File: src/gtx_tx_pkg.sv
`default_nettype none
/*
 * gtx tx pcs shared definitions
 * byte and symbol widths, 8b/10b control characters, the idle lane
 * half and the 10-bit symbol type with its transceiver bypass view
 */
package gtx_tx_pkg;

    // user dword and lane half geometry
    localparam int word_bytes = 4;
    localparam int lane_bytes = 2;
    localparam int byte_w     = 8;
    localparam int symbol_w   = 10;

    // comma and filler characters
    localparam logic [byte_w-1:0] k28_5 = 8'hBC;
    localparam logic [byte_w-1:0] d10_2 = 8'h4A;

    // idle half, comma in byte 0 and filler in byte 1
    localparam logic [lane_bytes*byte_w-1:0] idle_data = {d10_2, k28_5};
    localparam logic [lane_bytes-1:0]        idle_isk  = 2'b01;

    // one code group, bit 0 leaves the serializer first
    // the bypass view is how the transceiver splits it on txdata,
    // txchardispmode and txchardispval
    typedef union packed {
        logic [symbol_w-1:0] raw;
        struct packed {
            logic              disp_mode;
            logic              disp_val;
            logic [byte_w-1:0] data;
        } bypass;
    } tx_symbol_t;

endpackage

`default_nettype wire

File: src/tx_lane_if.sv
`timescale 1ns/10ps
`default_nettype none
/*
 * tx lane link
 * one 16-bit lane half with its K flags and the out-of-band flags,
 * driven by the word splitter and sampled by the encoder every cycle
 */
interface tx_lane_if
    import gtx_tx_pkg::*;
();

    logic [lane_bytes*byte_w-1:0] lane_data;
    logic [lane_bytes-1:0]        lane_isk;
    logic                         lane_elecidle;
    logic                         lane_cominit;
    logic                         lane_comwake;

    modport source (
        output lane_data,
        output lane_isk,
        output lane_elecidle,
        output lane_cominit,
        output lane_comwake
    );

    modport sink (
        input lane_data,
        input lane_isk,
        input lane_elecidle,
        input lane_cominit,
        input lane_comwake
    );

endinterface

`default_nettype wire

File: src/gtx_tx_pcs.sv
`timescale 1ns/10ps
`default_nettype none
/*
 * gtx tx pcs top level
 * word splitter feeding the 8b/10b encoder over one lane link,
 * driving the transceiver in 8b/10b bypass mode
 */
module gtx_tx_pcs
    import gtx_tx_pkg::*;
(
    input  wire                          txusrclk,
    input  wire                          rst_n,
    input  wire  [word_bytes*byte_w-1:0] txdata,
    input  wire  [word_bytes-1:0]        txcharisk,
    input  wire                          txelecidle,
    input  wire                          txcominit,
    input  wire                          txcomwake,
    input  wire                          txvalid,
    output logic                         txready,
    output logic [lane_bytes*byte_w-1:0] gtx_txdata,
    output logic [lane_bytes-1:0]        gtx_txchardispmode,
    output logic [lane_bytes-1:0]        gtx_txchardispval,
    output logic                         gtx_txelecidle,
    output logic                         gtx_txcominit,
    output logic                         gtx_txcomwake
);

    tx_lane_if lane ();

    tx_word_splitter u_splitter (
        .txusrclk   (txusrclk),
        .rst_n      (rst_n),
        .txdata     (txdata),
        .txcharisk  (txcharisk),
        .txelecidle (txelecidle),
        .txcominit  (txcominit),
        .txcomwake  (txcomwake),
        .txvalid    (txvalid),
        .txready    (txready),
        .lane       (lane.source)
    );

    tx_8b10b_encoder u_encoder (
        .txusrclk           (txusrclk),
        .rst_n              (rst_n),
        .lane               (lane.sink),
        .gtx_txdata         (gtx_txdata),
        .gtx_txchardispmode (gtx_txchardispmode),
        .gtx_txchardispval  (gtx_txchardispval),
        .gtx_txelecidle     (gtx_txelecidle),
        .gtx_txcominit      (gtx_txcominit),
        .gtx_txcomwake      (gtx_txcomwake)
    );

endmodule

`default_nettype wire

File: src/tx_8b10b_encoder.sv
`timescale 1ns/10ps
`default_nettype none
/*
 * tx 8b/10b encoder
 * encodes both bytes of a lane half with one running disparity,
 * byte 0 first, and registers the code groups in the transceiver's
 * bypass format together with the out-of-band flags
 */
module tx_8b10b_encoder
    import gtx_tx_pkg::*;
(
    input  wire                         txusrclk,
    input  wire                         rst_n,
    tx_lane_if.sink                     lane,
    output logic [lane_bytes*byte_w-1:0] gtx_txdata,
    output logic [lane_bytes-1:0]        gtx_txchardispmode,
    output logic [lane_bytes-1:0]        gtx_txchardispval,
    output logic                         gtx_txelecidle,
    output logic                         gtx_txcominit,
    output logic                         gtx_txcomwake
);

    // 5b/6b codes for negative disparity, abcdei with a as msb
    function automatic logic [5:0] code6_neg(input logic [4:0] x);
        case (x)
            5'd0:    code6_neg = 6'b100111;
            5'd1:    code6_neg = 6'b011101;
            5'd2:    code6_neg = 6'b101101;
            5'd3:    code6_neg = 6'b110001;
            5'd4:    code6_neg = 6'b110101;
            5'd5:    code6_neg = 6'b101001;
            5'd6:    code6_neg = 6'b011001;
            5'd7:    code6_neg = 6'b111000;
            5'd8:    code6_neg = 6'b111001;
            5'd9:    code6_neg = 6'b100101;
            5'd10:   code6_neg = 6'b010101;
            5'd11:   code6_neg = 6'b110100;
            5'd12:   code6_neg = 6'b001101;
            5'd13:   code6_neg = 6'b101100;
            5'd14:   code6_neg = 6'b011100;
            5'd15:   code6_neg = 6'b010111;
            5'd16:   code6_neg = 6'b011011;
            5'd17:   code6_neg = 6'b100011;
            5'd18:   code6_neg = 6'b010011;
            5'd19:   code6_neg = 6'b110010;
            5'd20:   code6_neg = 6'b001011;
            5'd21:   code6_neg = 6'b101010;
            5'd22:   code6_neg = 6'b011010;
            5'd23:   code6_neg = 6'b111010;
            5'd24:   code6_neg = 6'b110011;
            5'd25:   code6_neg = 6'b100110;
            5'd26:   code6_neg = 6'b010110;
            5'd27:   code6_neg = 6'b110110;
            5'd28:   code6_neg = 6'b001110;
            5'd29:   code6_neg = 6'b101110;
            5'd30:   code6_neg = 6'b011110;
            default: code6_neg = 6'b101011;
        endcase
    endfunction

    function automatic logic is_valid_k(input logic [byte_w-1:0] d);
        is_valid_k = (d[4:0] == 5'd28) ||
                     (d[7:5] == 3'd7 && (d[4:0] == 5'd23 || d[4:0] == 5'd27 ||
                                         d[4:0] == 5'd29 || d[4:0] == 5'd30));
    endfunction

    // returns {running disparity out, code group in raw order}
    function automatic logic [symbol_w:0] encode_byte(
        input logic [byte_w-1:0] d,
        input logic              k,
        input logic              rd_in
    );
        logic [4:0]          x;
        logic [2:0]          y;
        logic [5:0]          c6;
        logic [3:0]          c4;
        logic                rd_mid;
        logic                rd_out;
        logic [symbol_w-1:0] code_n;
        logic [symbol_w-1:0] raw;
        x  = d[4:0];
        y  = d[7:5];
        c6 = (k && x == 5'd28) ? 6'b001111 : code6_neg(x);
        // D.7 is balanced but still flips with disparity
        if (rd_in && ($countones(c6) != 3 || x == 5'd7))
            c6 = ~c6;
        rd_mid = ($countones(c6) != 3) ? ~rd_in : rd_in;
        case (y)
            3'd0:    c4 = 4'b1011;
            3'd1:    c4 = k ? 4'b0110 : 4'b1001;
            3'd2:    c4 = k ? 4'b1010 : 4'b0101;
            3'd3:    c4 = 4'b1100;
            3'd4:    c4 = 4'b1101;
            3'd5:    c4 = k ? 4'b0101 : 4'b1010;
            3'd6:    c4 = k ? 4'b1001 : 4'b0110;
            default:
            begin
                // alternate form avoids a run of five equal bits
                if (k || (!rd_mid && (x == 5'd17 || x == 5'd18 || x == 5'd20)) ||
                    (rd_mid && (x == 5'd11 || x == 5'd13 || x == 5'd14)))
                    c4 = 4'b0111;
                else
                    c4 = 4'b1110;
            end
        endcase
        if (rd_mid && ($countones(c4) != 2 || y == 3'd3 || k))
            c4 = ~c4;
        rd_out = ($countones(c4) != 2) ? ~rd_mid : rd_mid;
        code_n = {c6, c4};
        for (int i = 0; i < symbol_w; i++)
            raw[i] = code_n[symbol_w-1-i];
        encode_byte = {rd_out, raw};
    endfunction

    logic                         rd_q;
    logic [lane_bytes:0]          rd_chain;
    tx_symbol_t [lane_bytes-1:0]  sym_d;
    tx_symbol_t [lane_bytes-1:0]  sym_q;

    // disparity chained byte 0 into byte 1
    always_comb
    begin
        rd_chain[0] = rd_q;
        for (int i = 0; i < lane_bytes; i++)
            {rd_chain[i+1], sym_d[i].raw} = encode_byte(lane.lane_data[i*byte_w +: byte_w],
                                                        lane.lane_isk[i], rd_chain[i]);
    end

    always_ff @(posedge txusrclk)
    begin
        sym_q <= sym_d;
    end

    always_ff @(posedge txusrclk or negedge rst_n)
    begin
        if (!rst_n)
        begin
            rd_q           <= 1'b0;
            gtx_txelecidle <= 1'b1;
            gtx_txcominit  <= 1'b0;
            gtx_txcomwake  <= 1'b0;
        end
        else
        begin
            rd_q           <= rd_chain[lane_bytes];
            gtx_txelecidle <= lane.lane_elecidle;
            gtx_txcominit  <= lane.lane_cominit;
            gtx_txcomwake  <= lane.lane_comwake;
        end
    end

    for (genvar i = 0; i < lane_bytes; i++)
    begin : g_out
        assign gtx_txdata[i*byte_w +: byte_w] = sym_q[i].bypass.data;
        assign gtx_txchardispmode[i]          = sym_q[i].bypass.disp_mode;
        assign gtx_txchardispval[i]           = sym_q[i].bypass.disp_val;
    end

    code_weight: assert property (
        @(posedge txusrclk) disable iff (!rst_n)
        $countones(sym_q[0].raw) inside {[4:6]} && $countones(sym_q[1].raw) inside {[4:6]}
    )
    else $error("code group with bad weight");

    // the splitter must only forward legal control characters
    k_legal: assert property (
        @(posedge txusrclk) disable iff (!rst_n)
        (!lane.lane_isk[0] || is_valid_k(lane.lane_data[byte_w-1:0])) &&
        (!lane.lane_isk[1] || is_valid_k(lane.lane_data[2*byte_w-1:byte_w]))
    )
    else $error("K flag on a byte that is no valid K character");

endmodule

`default_nettype wire

File: src/tx_word_splitter.sv
`timescale 1ns/10ps
`default_nettype none
/*
 * tx word splitter
 * takes user dwords on a valid/ready handshake and steps them onto
 * the lane as low half then high half, filling empty cycles with the
 * idle half; out-of-band flags follow the last accepted dword
 */
module tx_word_splitter
    import gtx_tx_pkg::*;
(
    input  wire                         txusrclk,
    input  wire                         rst_n,
    input  wire [word_bytes*byte_w-1:0] txdata,
    input  wire [word_bytes-1:0]        txcharisk,
    input  wire                         txelecidle,
    input  wire                         txcominit,
    input  wire                         txcomwake,
    input  wire                         txvalid,
    output logic                        txready,
    tx_lane_if.source                   lane
);

    logic                         ready_q;
    logic                         low_pend;
    logic                         high_pend;
    logic                         accept;
    logic [word_bytes*byte_w-1:0] word_data_q;
    logic [word_bytes-1:0]        word_isk_q;
    logic [2:0]                   word_flags_q;

    assign accept  = txvalid & ready_q;
    assign txready = ready_q;

    // accepted dword, kept until its high half has moved out
    always_ff @(posedge txusrclk)
    begin
        if (accept)
        begin
            word_data_q  <= txdata;
            word_isk_q   <= txcharisk;
            word_flags_q <= {txelecidle, txcominit, txcomwake};
        end
    end

    // low half goes out one edge after acceptance, high half one more
    // a new dword may land on the edge that sends the old high half
    always_ff @(posedge txusrclk or negedge rst_n)
    begin
        if (!rst_n)
        begin
            ready_q            <= 1'b0;
            low_pend           <= 1'b0;
            high_pend          <= 1'b0;
            lane.lane_data     <= idle_data;
            lane.lane_isk      <= idle_isk;
            lane.lane_elecidle <= 1'b1;
            lane.lane_cominit  <= 1'b0;
            lane.lane_comwake  <= 1'b0;
        end
        else
        begin
            ready_q   <= ~accept;
            low_pend  <= accept;
            high_pend <= low_pend;
            if (low_pend)
            begin
                lane.lane_data <= word_data_q[lane_bytes*byte_w-1:0];
                lane.lane_isk  <= word_isk_q[lane_bytes-1:0];
                {lane.lane_elecidle, lane.lane_cominit, lane.lane_comwake} <= word_flags_q;
            end
            else if (high_pend)
            begin
                lane.lane_data <= word_data_q[word_bytes*byte_w-1:lane_bytes*byte_w];
                lane.lane_isk  <= word_isk_q[word_bytes-1:lane_bytes];
            end
            else
            begin
                // nothing queued, flags stay as they were
                lane.lane_data <= idle_data;
                lane.lane_isk  <= idle_isk;
            end
        end
    end

    // source must hold a stalled dword
    hold_stable: assert property (
        @(posedge txusrclk) disable iff (!rst_n)
        txvalid && !txready |=> txvalid && $stable(txdata)
    )
    else $error("txvalid or txdata changed while stalled");

endmodule

`default_nettype wire

File: config.mk
export PLATFORM = sky130hd
export DESIGN_NAME = gtx_tx_pcs
export DESIGN_NICKNAME = d
export VERILOG_FILES = /design/src/gtx_tx_pkg.sv /design/src/tx_lane_if.sv /design/src/gtx_tx_pcs.sv /design/src/tx_8b10b_encoder.sv /design/src/tx_word_splitter.sv
export SDC_FILE = /design/constraint.sdc
export NUM_CORES = 1
export LEC_CHECK = 0
export ABC_CLOCK_PERIOD_IN_PS = 15800
export BUFFER_PORTS_ARGS = -buffer_cell sky130_fd_sc_hd__clkbuf_2
export CAP_MARGIN = 20
export CORE_MARGIN = 2
export CORE_UTILIZATION = 52
export CTS_BUF_LIST = sky130_fd_sc_hd__clkbuf_16
export CTS_CLUSTER_DIAMETER = 200
export DETAILED_ROUTE_END_ITERATION = 6
export PLACE_DENSITY = 0.83
export SETUP_SLACK_MARGIN = 0.3
export SLEW_MARGIN = 40
export SYNTH_ARGS = -nofsm -noshare
export SYNTH_HDL_FRONTEND = slang
export SYNTH_HIERARCHICAL = 1
export SYNTH_SLANG_ARGS = --single-unit
File: constraint.sdc
create_clock -name txusrclk -period 15.8 [get_ports txusrclk]
set_input_delay 0.79 -clock txusrclk [delete_from_list [all_inputs] [get_ports txusrclk]]
set_output_delay 0.79 -clock txusrclk [all_outputs]
set_load 0.1 [all_outputs]
==> key figures <==
Clock tree
  – CTS buffer count: 9
  – CTS sink cnt: 87
  – Root Buffer Master: clkbuf_16
  – CTS Buffer Depth: 2
  – Post-CTS Hold Buffers: 0
  – Reg clk slew, reported paths: 0.07 ns
  – CTS tree: yes
  – Htree depth: 3
  – Clock latency on the worst-skew pair: 0.34 ns

STA
  – Period utilisation layout: a little over nine tenths
  – Setup violators final: 0
  – Setup TNS: 0 ns
  – Worst-Margin Slew: ~0.7 ns
  – Final Hold Vio Count: 0
  – Clk_skew: 0.00805 ns
  – Max Slew Vio Count: 0
  – RSZ-0062 raised after global routing: no
  – Post-layout min period: 14.85 ns
  – Fmax: 0.0673 GHz
  – Relative max-transition margin: between 50% and 60%

Routing
  – DR vias/cell: 5.51
  – Number of remaining DRC errors: 0
  – Wire length per cell: between 10 and 15 um
  – WL final: about 8600 um
  – DRT iter0 DRCs: 230
  – First-pass iteration count of the detailed router: 5
  – Via Count: about 3.2k
  – Antenna-violating nets left: 0

Setup path
  – Startpoint types: flop
  – Crit Path Class: reg2reg
  – Crit path top cell by count: ha_1
  – Slowest-stage cell, CP: dfstp_2
  – CP bufs+invs: 7
  – Worst setup EP type: flop
  – Reg2reg start: u_splitter/lane.lane_data[3]$_DFF_PN1_
  – FF-to-FF path depth: 62
  – CP arrival: 15.11 ns
  – Crit-path max FO: 23
  – Maximum single-stage delay on the critical path: 0.77 ns
  – Largest delay share family, worst path: adder cells
  – Worst path required time: ~16 ns
  – Reg-to-Reg End: u_encoder/rd_q$_DFF_PN0_
  – Reg2Reg Setup Slack: 0.95 ns

GRT
  – First-pass GRT wire length: 14100 um
  – Grt ovf: 0
  – Initial antenna violation count: 0
  – Busiest grt layer: met2
  – GR Layer Usage met3: 4.57%
  – Met2 Use GR: between 20% and 30%
  – Vias in the first global route: 3177
  – Tot GR Track Use: 17.9%
  – GRT met1 Usage: between 20% and 30%
  – Largest net degree at the start of global routing: 29

Yosys
  – Top-area cell type share of the netlist area: 24.9%
  – Most used DFF post-synth: edfxtp_1
  – Synth Cell Area: between 0.004 and 0.005 mm2
  – Yosys top cell by area: edfxtp_1
  – Post-synthesis area per instance: 11.7 um2
  – Post-Syn Nets: between 400 and 500
  – Seq cells post-synth: 87
  – Post-synth EDFFs: 39
  – Sequential fraction of the synthesis area: roughly half
  – Yosys warning count: 6
  – Mapped Cells: ~400
  – Post-synth cell types: 60
  – Asr flop ratio synth: about a third
  – Top cells by area, synth: edfxtp_1, ha_1, dfrtp_1

Run
  – Max Cap Violations: 0

Run status
  – Run status: completed

Floorplanning
  – Core area: 0.00876 mm2
  – Die Area: 0.00982 mm2
  – I/O pins: 66
  – Row cnt: 34
  – Initial cell density of the core: a little over half
  – Die X: around 99 um
  – Die height: around 99 um

Placed design
  – Post-DP HPWL: around 6000 um
  – Gp weighted congestion: between 0.7 and 0.8
  – PortBufs: 65

Finish
  – Seq. cell area: 0.00229 mm2
  – Share of post-route cells with drive strength above 1: 30.6%
  – Diode count: 0
  – Area occupied by multi-input gates: 0.00224 mm2
  – # nets final: 557
  – Area Overhead vs Synth: 18.1%
  – Filler instances: between 600 and 700

Hold path
  – Hold Path Class: in2async
[cell families after synthesis]
logic type / count (synthesis) / share of synthesized area (%)
xor gates and xnor gates: 30 / 6.30
and+or+nand+nor: 79 / 8.73
muxes: 9 / 2.31
AOI/OAI and AO/OA: 90 / 14.9
DFF: 87 / 48.6
buffers and inverters: 60 / 5.13
adders and majority gates: 46 / 14.0
[synthesized netlist by cell type (all sizes together), types with 7 or more instances]
master / n
dfstp: 11
dfxtp: 20
clkbuf: 8
a2bb2oi: 9
nor2: 13
inv: 41
o21ai: 12
ha: 35
a22o: 8
nand2: 24
dfrtp: 17
buf: 11
edfxtp: 39
a21oi: 27
nor3: 7
xor2: 8
xnor2: 21
fa: 11
[timing repair]
| action | in CTS | in global routing |
|---|---|---|
| setup buffers | 0 | 7 |
| gates resized for setup | 0 | 16 |
| endpoints found under the setup margin | 0 | 1 |
[worst reg2reg max path: cells and delay by family, from the launching register on]
kind | cells | cell delay, ns
DFF | 1 | 0.77
muxes | 2 | 0.51
AOI/OAI and AO/OA | 11 | 2.15
xor gates and xnor gates | 7 | 1.36
buffers and inverters | 7 | 0.55
adders and majority gates | 24 | 7.29
and+or+nand+nor | 11 | 2.18
[final cells by class]
cell class	instances	area share, %
sequential	87	41.2
inverter	41	2.77
clock inverter	7	1.44
multi-input combinational	254	40.4
timing repair buffer	76	7.70
tap	108	2.43
clock buffer	9	4.05
[state kept, by name, summed over array words and instances, names as in the netlist, 2 cells and up]
signal and count:
u_encoder/gtx_txchardispmode 2, u_encoder/gtx_txchardispval 2, u_encoder/gtx_txdata 16, u_splitter/lane.lane_data 16, u_splitter/lane.lane_isk 2, u_splitter/word_data_q 32
u_splitter/word_flags_q 3, u_splitter/word_isk_q 4
[worst max-delay path by stage]
stage	startpoint	end	slack, ns	cells after the start
final	u_splitter/lane.lane_data[3]$_DFF_PN1_	u_encoder/rd_q$_DFF_PN0_	0.95	62
after global routing	u_splitter/lane.lane_data[0]$_DFF_PN0_	u_encoder/rd_q$_DFF_PN0_	0.16	64
after CTS	u_splitter/lane.lane_data[0]$_DFF_PN0_	u_encoder/rd_q$_DFF_PN0_	0.38	64
after detailed placement	u_splitter/lane.lane_data[0]$_DFF_PN0_	u_encoder/rd_q$_DFF_PN0_	0.44	64
after global placement	u_splitter/lane.lane_data[1]$_DFF_PN0_	u_encoder/rd_q$_DFF_PN0_	0.83	63
after floorplan	u_splitter/lane.lane_data[3]$_DFF_PN1_	u_encoder/rd_q$_DFF_PN0_	0.94	63
[through the flow]
step | setup slack (ns) | std cells | utilization (%) | instance area (um2) | hold slack, ns
finish | 0.949 | 582 | 63.4 | 5560 | 0.327
global route | 0.159 | 582 | 63.4 | 5560 | 0.333
CTS | 0.381 | 574 | 61.7 | 5410 | 0.375
detailed placement | 0.443 | 558 | 58.2 | 5100 | 0.363
global placement | 0.826 | 558 | 58.2 | 5100 | 0.359
floorplan | 0.942 | 401 | - | 4700 | 0.350
[routing by layer]
layer / share of wire (%) / vias up / wire (um)
met3: 6.8 / 15 / 588
met5: 0 / - / 0
met2: 47 / 131 / 4090
li1: - / 1558 / -
met4: 1.2 / 0 / 101
met1: 45 / 1502 / 3840
[placed cells by master, fill, tap and decap left out, drive strengths merged, types with 5 or more instances in the layout]
cell type  count
fa            11
a22o           8
dfstp         11
buf           11
nand2b         5
nand2         24
edfxtp        39
inv           45
clkbuf        74
mux2           5
xor2           8
dfrtp         17
nor2          13
a21oi         27
dfxtp         20
o21ai         12
nor3           7
nand3          5
nor2b          5
ha            35
xnor2         21
a2bb2oi        9
Power is left out: the tool's default activity adds up to more than one toggle a clock period on the data nets, which glitch-free logic cannot reach.
